File: config.mk
export PLATFORM = sky130hd
export DESIGN_NAME = line_follower_top
export DESIGN_NICKNAME = d
export VERILOG_FILES = /design/src/hw/lf_pkg.sv /design/src/hw/sample_if.sv /design/src/hw/adc_reader.sv /design/src/hw/line_follower_top.sv /design/src/hw/motion_sequencer.sv
export SDC_FILE = /design/constraint.sdc
export NUM_CORES = 1
export LEC_CHECK = 0
export BUFFER_PORTS_ARGS = -buffer_cell sky130_fd_sc_hd__buf_4
export CELL_PAD_IN_SITES_DETAIL_PLACEMENT = 1
export CELL_PAD_IN_SITES_GLOBAL_PLACEMENT = 2
export CORE_UTILIZATION = 42
export CTS_CLUSTER_SIZE = 14
export DETAILED_ROUTE_END_ITERATION = 7
export MAX_ROUTING_LAYER = met4
export PLACE_DENSITY_LB_ADDON = 0.08
export SYNTH_ARGS = -nofsm -noshare
export SYNTH_HDL_FRONTEND = slang
export SYNTH_HIERARCHICAL = 1
export SYNTH_SLANG_ARGS = --single-unit
export TNS_END_PERCENT = 20
File: constraint.sdc
create_clock -name clk -period 2.5 [get_ports clk]
set_input_delay 0.125 -clock clk [delete_from_list [all_inputs] [get_ports clk]]
set_output_delay 0.125 -clock clk [all_outputs]
set_load 0.02 [all_outputs]
File: src/hw/lf_pkg.sv
package lf_pkg;

	// one 12-bit conversion result from the ADC
	typedef logic [11:0] sample_t;

	// wheel burst length, also used as the burst down-counter
	typedef logic [7:0] burst_t;

	// serial clock period index inside one 16-slot ADC frame
	typedef logic [3:0] slot_t;

	// ADC channel select, sent MSB first on din
	typedef logic [2:0] chan_addr_t;

	// line sensor channels on the ADC
	localparam chan_addr_t CH_LEFT   = 3'd5;
	localparam chan_addr_t CH_CENTRE = 3'd6;
	localparam chan_addr_t CH_RIGHT  = 3'd7;

	// robot moves picked from the sensor pattern
	typedef enum logic [2:0]
	{
		MOVE_STOP,
		MOVE_FORWARD,
		MOVE_BACK,
		// left wheel forward only
		MOVE_VEER_RIGHT,
		// right wheel forward only
		MOVE_VEER_LEFT
	} move_t;

endpackage

File: src/hw/sample_if.sv
`timescale 1ns/1ps

interface sample_if
	import lf_pkg::*;
();
	// one full scan, left/centre/right line sensors
	sample_t left;
	sample_t centre;
	sample_t right;
	// single-cycle strobe, samples hold until the next one
	logic valid;

	modport reader
	(
		output left,
		output centre,
		output right,
		output valid
	);

	modport sequencer
	(
		input left,
		input centre,
		input right,
		input valid
	);

endinterface

File: src/hw/adc_reader.sv
`timescale 1ns/1ps

module adc_reader
	import lf_pkg::*;
#(
	parameter int SCLK_HALF = 10
)
(
	input  logic clk,
	input  logic rst_n,
	input  logic adc_dout,
	output logic adc_sclk,
	output logic adc_cs_n,
	output logic adc_din,
	sample_if.reader samples
);

	localparam int DIV_W = $clog2(SCLK_HALF) + 1;

	// serial clock divider
	logic [DIV_W-1:0] div_cnt;
	logic tick;
	logic sclk_rise;
	logic sclk_fall;

	// frame position
	slot_t slot;
	slot_t slot_next;

	// channel being addressed now and the one addressed last frame
	logic [1:0] chan_ptr;
	logic [1:0] prev_ptr;
	// cleared until one address has gone out
	logic prev_ok;
	chan_addr_t addr_cur;

	// data capture
	sample_t shreg;
	sample_t word;
	logic word_done;

	// chip select tied active, single ADC on the link
	assign adc_cs_n = 1'b0;

	// sclk edges happen on the clk cycle where the divider wraps
	assign tick      = (div_cnt == DIV_W'(SCLK_HALF - 1));
	assign sclk_rise = tick && !adc_sclk;
	assign sclk_fall = tick && adc_sclk;
	assign slot_next = slot + slot_t'(1);

	always_ff @(posedge clk)
	begin
		if (!rst_n)
		begin
			div_cnt  <= '0;
			adc_sclk <= 1'b0;
		end
		else if (tick)
		begin
			div_cnt  <= '0;
			adc_sclk <= !adc_sclk;
		end
		else
		begin
			div_cnt <= div_cnt + DIV_W'(1);
		end
	end

	// address order left, centre, right
	always_comb
	begin
		case (chan_ptr)
			2'd0: addr_cur = CH_LEFT;
			2'd1: addr_cur = CH_CENTRE;
			default: addr_cur = CH_RIGHT;
		endcase
	end

	// slot counter, address shifter, channel pointer
	// everything here moves on the sclk falling edge
	always_ff @(posedge clk)
	begin
		if (!rst_n)
		begin
			slot     <= '0;
			chan_ptr <= 2'd0;
			prev_ptr <= 2'd0;
			prev_ok  <= 1'b0;
			adc_din  <= 1'b0;
		end
		else if (sclk_fall)
		begin
			slot <= slot_next;
			// address bits MSB first in slots 2..4
			case (slot_next)
				4'd2: adc_din <= addr_cur[2];
				4'd3: adc_din <= addr_cur[1];
				4'd4: adc_din <= addr_cur[0];
				default: adc_din <= 1'b0;
			endcase
			// end of frame, next frame returns this address's data
			if (slot == 4'd15)
			begin
				prev_ptr <= chan_ptr;
				chan_ptr <= (chan_ptr == 2'd2) ? 2'd0 : chan_ptr + 2'd1;
				prev_ok  <= 1'b1;
			end
		end
	end

	// last bit arrives on the slot 15 rising edge
	assign word      = {shreg[10:0], adc_dout};
	assign word_done = sclk_rise && (slot == 4'd15) && prev_ok;

	always_ff @(posedge clk)
	begin
		if (sclk_rise && (slot >= 4'd4))
			shreg <= word;
		if (word_done)
		begin
			case (prev_ptr)
				2'd0: samples.left <= word;
				2'd1: samples.centre <= word;
				default: samples.right <= word;
			endcase
		end
	end

	// scan complete once right is in
	always_ff @(posedge clk)
	begin
		if (!rst_n)
			samples.valid <= 1'b0;
		else
			samples.valid <= word_done && (prev_ptr == 2'd2);
	end

	// one store per frame, so never two strobes back to back
	a_valid_pulse: assert property (@(posedge clk) disable iff (!rst_n)
		samples.valid |=> !samples.valid);

	// din quiet outside the address window
	a_din_window: assert property (@(posedge clk) disable iff (!rst_n)
		!(slot inside {4'd2, 4'd3, 4'd4}) |-> !adc_din);

endmodule

File: src/hw/line_follower_top.sv
`timescale 1ns/1ps

module line_follower_top
#(
	parameter int          SCLK_HALF       = 10,
	parameter logic [11:0] WHITE_THRESHOLD = 12'd1242,
	parameter logic [7:0]  LEFT_BURST      = 8'd40,
	parameter logic [7:0]  RIGHT_BURST     = 8'd250
)
(
	input  logic clk,
	input  logic rst_n,
	input  logic adc_dout,
	output logic adc_sclk,
	output logic adc_cs_n,
	output logic adc_din,
	output logic rw_f,
	output logic rw_b,
	output logic lw_f,
	output logic lw_b
);

	// scan hand-off between reader and sequencer
	sample_if smp ();

	// serial link to the sensor ADC
	adc_reader #(
		.SCLK_HALF(SCLK_HALF)
	) u_reader (
		.clk     (clk),
		.rst_n   (rst_n),
		.adc_dout(adc_dout),
		.adc_sclk(adc_sclk),
		.adc_cs_n(adc_cs_n),
		.adc_din (adc_din),
		.samples (smp.reader)
	);

	// decision and wheel bursts
	motion_sequencer #(
		.WHITE_THRESHOLD(WHITE_THRESHOLD),
		.LEFT_BURST     (LEFT_BURST),
		.RIGHT_BURST    (RIGHT_BURST)
	) u_seq (
		.clk    (clk),
		.rst_n  (rst_n),
		.samples(smp.sequencer),
		.rw_f   (rw_f),
		.rw_b   (rw_b),
		.lw_f   (lw_f),
		.lw_b   (lw_b)
	);

endmodule

File: src/hw/motion_sequencer.sv
`timescale 1ns/1ps

module motion_sequencer
	import lf_pkg::*;
#(
	parameter sample_t WHITE_THRESHOLD = 12'd1242,
	parameter burst_t  LEFT_BURST      = 8'd40,
	parameter burst_t  RIGHT_BURST     = 8'd250
)
(
	input  logic clk,
	input  logic rst_n,
	sample_if.sequencer samples,
	output logic rw_f,
	output logic rw_b,
	output logic lw_f,
	output logic lw_b
);

	typedef enum logic [1:0]
	{
		ST_DECIDE,
		ST_BURST,
		ST_STOP
	} state_t;

	state_t state;

	// black when strictly above the white level
	logic l_blk;
	logic c_blk;
	logic r_blk;
	move_t move_d;

	// wheel drive for the decided move
	logic l_fwd;
	logic l_bwd;
	logic r_fwd;
	logic r_bwd;

	// remaining high cycles per wheel, zero when idle
	burst_t l_cnt;
	burst_t r_cnt;
	logic l_last;
	logic r_last;

	always_comb
	begin
		l_blk = (samples.left > WHITE_THRESHOLD);
		c_blk = (samples.centre > WHITE_THRESHOLD);
		r_blk = (samples.right > WHITE_THRESHOLD);
		// pattern is L C R
		case ({l_blk, c_blk, r_blk})
			3'b000: move_d = MOVE_BACK;
			3'b001: move_d = MOVE_VEER_RIGHT;
			3'b010: move_d = MOVE_FORWARD;
			3'b011: move_d = MOVE_VEER_RIGHT;
			3'b100: move_d = MOVE_VEER_LEFT;
			3'b110: move_d = MOVE_VEER_LEFT;
			// 101 and 111, junction or nonsense
			default: move_d = MOVE_STOP;
		endcase
	end

	always_comb
	begin
		l_fwd = 1'b0;
		l_bwd = 1'b0;
		r_fwd = 1'b0;
		r_bwd = 1'b0;
		case (move_d)
			MOVE_FORWARD:
			begin
				l_fwd = 1'b1;
				r_fwd = 1'b1;
			end
			MOVE_BACK:
			begin
				l_bwd = 1'b1;
				r_bwd = 1'b1;
			end
			MOVE_VEER_RIGHT: l_fwd = 1'b1;
			MOVE_VEER_LEFT: r_fwd = 1'b1;
			default: ;
		endcase
	end

	// wheel done on its final high cycle, or if never driven
	assign l_last = (l_cnt <= burst_t'(1));
	assign r_last = (r_cnt <= burst_t'(1));

	always_ff @(posedge clk)
	begin
		if (!rst_n)
		begin
			state <= ST_DECIDE;
			l_cnt <= '0;
			r_cnt <= '0;
			lw_f  <= 1'b0;
			lw_b  <= 1'b0;
			rw_f  <= 1'b0;
			rw_b  <= 1'b0;
		end
		else
		begin
			case (state)
				ST_DECIDE:
				begin
					// scans arriving mid-burst never reach here
					if (samples.valid)
					begin
						if (move_d == MOVE_STOP)
						begin
							state <= ST_STOP;
						end
						else
						begin
							state <= ST_BURST;
							lw_f  <= l_fwd;
							lw_b  <= l_bwd;
							rw_f  <= r_fwd;
							rw_b  <= r_bwd;
							l_cnt <= (l_fwd || l_bwd) ? LEFT_BURST : '0;
							r_cnt <= (r_fwd || r_bwd) ? RIGHT_BURST : '0;
						end
					end
				end
				ST_BURST:
				begin
					if (l_last)
					begin
						l_cnt <= '0;
						lw_f  <= 1'b0;
						lw_b  <= 1'b0;
					end
					else
					begin
						l_cnt <= l_cnt - burst_t'(1);
					end
					if (r_last)
					begin
						r_cnt <= '0;
						rw_f  <= 1'b0;
						rw_b  <= 1'b0;
					end
					else
					begin
						r_cnt <= r_cnt - burst_t'(1);
					end
					// both wheels through, back to waiting
					if (l_last && r_last)
						state <= ST_DECIDE;
				end
				// wheels already low, one idle cycle
				ST_STOP: state <= ST_DECIDE;
				default: state <= ST_DECIDE;
			endcase
		end
	end

	a_no_shoot: assert property (@(posedge clk) disable iff (!rst_n)
		!(lw_f && lw_b) && !(rw_f && rw_b));

	// a finished burst leaves nothing driven
	a_decide_idle: assert property (@(posedge clk) disable iff (!rst_n)
		(state == ST_DECIDE) |-> !(lw_f || lw_b || rw_f || rw_b));

endmodule

**After elaboration in Yosys (flattened, before gate mapping)**

Cells that the tools add are included.

- Add/sub/neg operators: 5
- $lt $le $gt $ge: 6
- Equal/unequal tests: 24
- Muxes and demuxes: 33
- Bitwise operators: 2
- Reduce and logical (&&, ||, !) cells: 30

Operators by type and width:

| operator | count |
|---|---|
| $mux W8 | 7 |
| $gt A12 B11 Y1 const B | 3 |
| $pmux W8 S2 | 2 |
| $le A8 B1 Y1 const B | 2 |
| $sub A8 B1 Y8 const B | 2 |
| $eq A3 B2 Y1 const B | 4 |
| $pmux W3 S4 | 1 |
| $reduce_or A2 Y1 | 6 |
| $mux W1 | 11 |
| $reduce_and A2 Y1 | 5 |
| $eq A3 B3 Y1 const B | 3 |
| $eq A4 B2 Y1 const B | 2 |
| $mux W2 | 4 |
| $pmux W1 S2 | 4 |
| $pmux W2 S2 | 2 |
| $reduce_and A4 Y1 | 2 |
| $logic_and A1 B1 Y1 | 7 |
| $eq A2 B1 Y1 const B | 3 |
| $eq A3 B1 Y1 const B | 2 |
| $logic_not A2 Y1 | 3 |
| $logic_not A3 Y1 | 2 |
| $mux W6 | 1 |
| $ne A2 B1 Y1 const B | 3 |
| $add A5 B1 Y5 const B | 1 |
| 14 further kinds | 18 |

- Flip-flop bits (word level): 86

**Logic depth before layout (Yosys ltp)**

- Word-level depth: 12
- Depth in mapped cells: 8

**Hierarchy**

Netlist, hierarchy kept.

Modules (own cells, without submodules):

| module | times used | cells each | area an instance (sq um) |
|---|---|---|---|
| adc_reader | 1 | 144 | 2328.5 |
| motion_sequencer | 1 | 177 | 1386.3 |

**Least setup slack after synthesis**

No wires, ideal clock.

- Kind: register -> register
- From: register u_reader.samples.right[9]
- To: register u_seq.l_cnt[1]
- Arrival: 2.003 ns
- Required time: 2.372 ns
- Slack: 0.369 ns
- Cell stages (with the launch flop): 9
- Path buffers: 2
- Path through: edfxtp_1 -> or2_1 -> or3_1 -> a211oi_2 -> a22o_1 -> buf_6 -> buf_6 -> mux2i_1 -> nor2_1

- Cells in the longest elaborated chain, start to end: 7
- Elaborated cells between the ends (all ways): 13
- Classes of those cells: order compare (1); eq/ne (6); mux (1); reduce/logical (5)

RTL lines:

| what | line | text |
|---|---|---|
| from (decl) | sample_if.sv:17 | `output right,` |
| from (signal assigned) | adc_reader.sv:124 | `default: samples.right <= word;` |
| $gt A12 B11 Y1 (*) | motion_sequencer.sv:51 | `r_blk = (samples.right > WHITE_THRESHOLD);` |
| $eq A3 B3 Y1 (tied with other cells) | motion_sequencer.sv:53 | `case ({l_blk, c_blk, r_blk})` |
| $reduce_or A2 Y1 (no line) | - |  |
| $pmux W3 S4 (*) | motion_sequencer.sv:53 |  |
| $logic_not A3 Y1 (*) | motion_sequencer.sv:112 | `if (move_d == MOVE_STOP)` |
| $ne A2 B2 Y1 (no line) (*) | - |  |
| $reduce_and A3 Y1 (no line) (*) | - |  |
| to (signal assigned) | motion_sequencer.sv:123 | `l_cnt <= (l_fwd \|\| l_bwd) ? LEFT_BURST : '0;` |
| to (signal assigned) | motion_sequencer.sv:138 | `l_cnt <= l_cnt - burst_t'(1);` |
| to (decl) | motion_sequencer.sv:42 | `burst_t l_cnt;` |

Every way passes the cells marked *; elsewhere a longest branch is shown, timed or not.
A chain may end at the register's enable or synchronous reset.

**Worst setup path in the final report**

- From: register u_reader.samples.right[9]
- To: register u_seq.lw_f

- Cells in the longest elaborated chain, start to end: 10
- Elaborated cells between the ends (all ways): 20
- Classes of those cells: order compare (1); eq/ne (8); mux (5); reduce/logical (6)

RTL lines:

| what | line | text |
|---|---|---|
| $gt A12 B11 Y1 (*) | motion_sequencer.sv:51 |  |
| $eq A3 B3 Y1 (tied with other cells) | motion_sequencer.sv:53 |  |
| $reduce_or A2 Y1 (no line) | - |  |
| $pmux W3 S4 (*) | motion_sequencer.sv:53 |  |
| $eq A3 B2 Y1 or $eq A3 B1 Y1 (tied branches) | motion_sequencer.sv:71 | `case (move_d)` |
| $reduce_or A2 Y1 (no line) | - |  |
| $mux W1 | motion_sequencer.sv:71 |  |
| $mux W1 | motion_sequencer.sv:112 |  |
| $mux W1 | motion_sequencer.sv:110 | `if (samples.valid)` |
| $pmux W1 S2 | motion_sequencer.sv:106 | `case (state)` |
| to (signal assigned) | motion_sequencer.sv:119 | `lw_f <= l_fwd;` |
| to (decl) | motion_sequencer.sv:16 | `output logic lw_f,` |

Every way passes the cells marked *; elsewhere a longest branch is shown, timed or not. The select of a mux whose other input is x is not followed.

==> metrics.yaml <==
timing:
  final-hold-violation-count: 0
  maxSlewHeadroom_pct: 62.3
  post-route-period-util_pct: 96.7
  timing.fmax_ghz: 0.414
  rsz_0062_raised_after_global_routing: "true"
  setup_viol: 0
  fin_tns_setup_ns: 0
  report.final.slew_viol_count: 0
  worst_slew_pin_slew_ns: 0.563
  finClkSkew_ns: 0.0142
  min_period_ns: 2.42
detailed_routing:
  detail_route.iter0.violations: 52
  number_of_search_and_repair_iterations_in_the_first_detailed_routing_pass: 4
  detail-route-antenna-nets: 0
  remaining_drcs: 0
  routed_wire_length_per_instance_um: 17.5
  drt_wl_total_um: 7810
  avgViaCountPerCell: 5.65
  vias: 2520
setup_path:
  timing.critical_path.required_ns: 2.77
  cp_data_arrival_time_ns: 2.68
  cp_max_fo: 29
  critPathCaptureType: "flop"
  reg2reg_slack_ns: 0.08
  setup.worst_path.start_class: "flop"
  timing_worst_setup_path_type: "flop to flop"
clock_network:
  cts.sinks: 86
  cts_buffers: 9
  clk_pin_slew_worst_paths_ns: 0.10
  clock_tree_from_tritoncts: "built"
  clock_path_buffers: 2
  h-tree-depth: 3
  clock_latency_ns: 0.36
  cts-root-buf: "sky130_fd_sc_hd__clkbuf_8"
  cts-resized-gates: 0
synth:
  netlist.top_cell.by_area: "sky130_fd_sc_hd__edfxtp_1"
  post_synth_inst_count: 321
  synth_warnings: 6
  synth-edff-count: 47
  synth_largest_type_area_fraction_pct: 38.0
  async_flop_share_pct: 0
  yosys_register_bits: 86
  syn-num-nets: 334
  ys_top_cells_by_area: "sky130_fd_sc_hd__edfxtp_1 (38%), sky130_fd_sc_hd__dfxtp_1 (21%), sky130_fd_sc_hd__a21oi_1 (3.5%), sky130_fd_sc_hd__ha_1 (3.4%), sky130_fd_sc_hd__nor2_1 (3.3%)"
  netlist_area_sq_um: 3710
  avgSynthCellArea_sq_um: 11.6
  synth.distinct_cells: 64
  synth_top_flop_cell: "sky130_fd_sc_hd__edfxtp_1"
  sequential_element_share_of_the_synthesized_area_pct: 59.0
  post_synth_most_frequent_cells: "sky130_fd_sc_hd__edfxtp_1 (47), sky130_fd_sc_hd__dfxtp_1 (39), sky130_fd_sc_hd__nor2_1 (33)"
  synth.most_common_cell: "sky130_fd_sc_hd__edfxtp_1"
pwr:
  leakage_dissipation_uw: 0.00141
  power_frac_seq_pct: 60.6
  p_sw_uw: 574
  cellInternalPower_uw: 1870
  share_clk_of_total_power_pct: 38.2
  combPwrFrac_pct: 1.3
  report.power.total_uw: 2450
  power.density_cell_area_nw_per_um2: 598
  power.share.switching_pct: 23.5
  max-vdd-ir-drop_mv: 0.431
global_routing:
  largest_net_degree_at_the_start_of_global_routing: 30
  globalRoute.totalOverflow: 0
  via_count_of_the_first_global_routing_pass: 2570
  grt_util_all_layers_pct: 19.1
  grt_antenna_before_repair: 0
  grt_first_pass_wirelength_um: 12700
hold_path:
  holdCritPathClass: "primary input to flop"
floorplan:
  chipHeight_um: 96.0
  die-area_sq_um: 9220
  core.rowCount: 33
  floorplan.io_pins: 10
  floorplan.initialDensity_pct: 44.3
  core-area_sq_um: 8380
  die_w_um: 96.0
status:
  outcome: "completed"
final_layout:
  filler_cell_count: 878
  final_layout_size_suffix_gt1_share_pct: 12.6
  finalNetCount: 349
  area.growth.synth_to_final_pct: 10.1
  insertedDiodeCount: 0
placed_design:
  port_buffers: 8
  place_hpwl_um: 5440
  place_congestion: 0.715
flow_run:
  maxCapViolations: 0
## logic make-up (layout without fill, tap and decap cells)
group / count (synthesis) / after routing / share of synthesized area (%)
AND/OR/NAND/NOR: 110 / 110 / 17.3
adder cells (fa/ha/maj): 10 / 10 / 3.37
flip-flops: 86 / 86 / 59.0
other: 1 / 1 / 0.101
XOR/XNOR: 5 / 5 / 1.38
multiplexers: 5 / 5 / 1.35
buffers and inverters: 24 / 44 / 3.30
AO/OA/AOI/OAI: 80 / 80 / 14.2
## worst paths after layout
check                                       from                                end  cells past startpoint
max          u_reader/samples.right[9]$_DFFE_PP_            u_seq/lw_f$_SDFFE_PN0P_                      7
min                                        rst_n  u_reader/chan_ptr[1]$_SDFFE_PN0P_                      2
min reg2reg              u_seq/rw_b$_SDFFE_PN0P_            u_seq/rw_b$_SDFFE_PN0P_                      2
max reg2reg  u_reader/samples.right[9]$_DFFE_PP_            u_seq/lw_f$_SDFFE_PN0P_                      7
## flip-flops by register name, indices dropped and copies added (netlist names), 2 cells and up
| name | count |
|---|---|
| u_reader/chan_ptr | 2 |
| u_reader/div_cnt | 5 |
| u_reader/prev_ptr | 2 |
| u_reader/samples.centre | 12 |
| u_reader/samples.left | 12 |
| u_reader/samples.right | 12 |
| u_reader/shreg | 11 |
| u_reader/slot | 4 |
| u_seq/l_cnt | 8 |
| u_seq/r_cnt | 8 |
| u_seq/state | 2 |
## per-layer routing
layer	vias up	wire, um	GRT usage (%)
met5	-	0	-
met4	0	70	6.72
met3	5	153	4.03
met2	24	3950	32.0
met1	1248	3640	22.8
li1	1243	-	-
## cell type report
class	count	area (sq um)	share of cell area, %
multi-input cells	211	1400	34.2
well taps	105	131	3.21
clock inverters	7	63.8	1.56
clock buffers	9	124	3.03
repair buffers	16	135	3.30
flip-flops and latches	86	2190	53.6
inverters	12	45.0	1.10
## layout by cell type, fill, tap and decap left out, types with 2 or more instances in the layout
cell,Yosys,final
sky130_fd_sc_hd__clkinv_1,2,2
sky130_fd_sc_hd__nor3_1,9,9
sky130_fd_sc_hd__xnor2_1,2,2
sky130_fd_sc_hd__mux2i_1,5,5
sky130_fd_sc_hd__inv_1,9,9
sky130_fd_sc_hd__xor2_1,2,2
sky130_fd_sc_hd__o211ai_1,3,3
sky130_fd_sc_hd__o21ai_0,9,9
sky130_fd_sc_hd__and2_1,2,2
sky130_fd_sc_hd__a211oi_1,6,6
sky130_fd_sc_hd__inv_8,0,3
sky130_fd_sc_hd__or3_1,5,5
sky130_fd_sc_hd__nand4bb_1,3,3
sky130_fd_sc_hd__nand2_1,17,17
sky130_fd_sc_hd__o21ai_1,6,6
sky130_fd_sc_hd__or4_1,4,4
sky130_fd_sc_hd__and3b_1,2,2
sky130_fd_sc_hd__nor2_1,33,33
sky130_fd_sc_hd__nand2b_1,3,3
sky130_fd_sc_hd__o31a_1,4,4
sky130_fd_sc_hd__a21oi_1,26,26
sky130_fd_sc_hd__nand3_1,8,8
sky130_fd_sc_hd__buf_4,2,14
sky130_fd_sc_hd__o32ai_1,4,4
sky130_fd_sc_hd__dfxtp_1,39,39
sky130_fd_sc_hd__edfxtp_1,47,47
sky130_fd_sc_hd__a31oi_1,3,3
sky130_fd_sc_hd__ha_1,10,10
sky130_fd_sc_hd__o31ai_1,6,6
sky130_fd_sc_hd__nand4_1,4,4
sky130_fd_sc_hd__clkbuf_8,0,9
sky130_fd_sc_hd__nor4_1,5,5
## power by group through the flow
stage          Sequential [uW]  Combinational (uW)  Clock, uW
2_1_floorplan             1510                20.4          0
4_1_cts                   1480                32.6        978
5_1_grt                   1480                35.7       1020
6_report                  1480                31.3        934
3_5_place_dp              1520                31.2          0
3_3_place_gp              1510                30.1          0
## metrics by stage
| step | cell area [sq um] | instances | hold slack, ns | utilization (%) | setup slack [ns] |
|---|---|---|---|---|---|
| floorplan | 3710 | 321 | 0.224 | - | 0.369 |
| detailed placement | 3890 | 429 | 0.341 | 46.5 | 0.100 |
| finish | 4090 | 446 | 0.132 | 48.8 | 0.0825 |
| CTS | 4090 | 446 | 0.122 | 48.8 | 0.0637 |
| global placement | 3890 | 429 | 0.339 | 46.5 | 0.198 |
| global route | 4090 | 446 | 0.128 | 48.8 | -0.0688 |
## timing repair
action	CTS	global route
endpoints found under the setup margin	0	4
setup buffers	0	0
hold endpoints to repair	4	0
hold buffers	1	0
## worst max-delay path, cell delays in order, from the launching register on
cell                       delay [ns]
sky130_fd_sc_hd__edfxtp_1        0.41
sky130_fd_sc_hd__or2_1           0.28
sky130_fd_sc_hd__nor4_1          0.39
sky130_fd_sc_hd__a211oi_2        0.16
sky130_fd_sc_hd__a22o_1          0.25
sky130_fd_sc_hd__buf_12          0.17
sky130_fd_sc_hd__or4b_1          0.53
sky130_fd_sc_hd__a21oi_1         0.15
No activity file was read; power rests on OpenSTA's default activity.
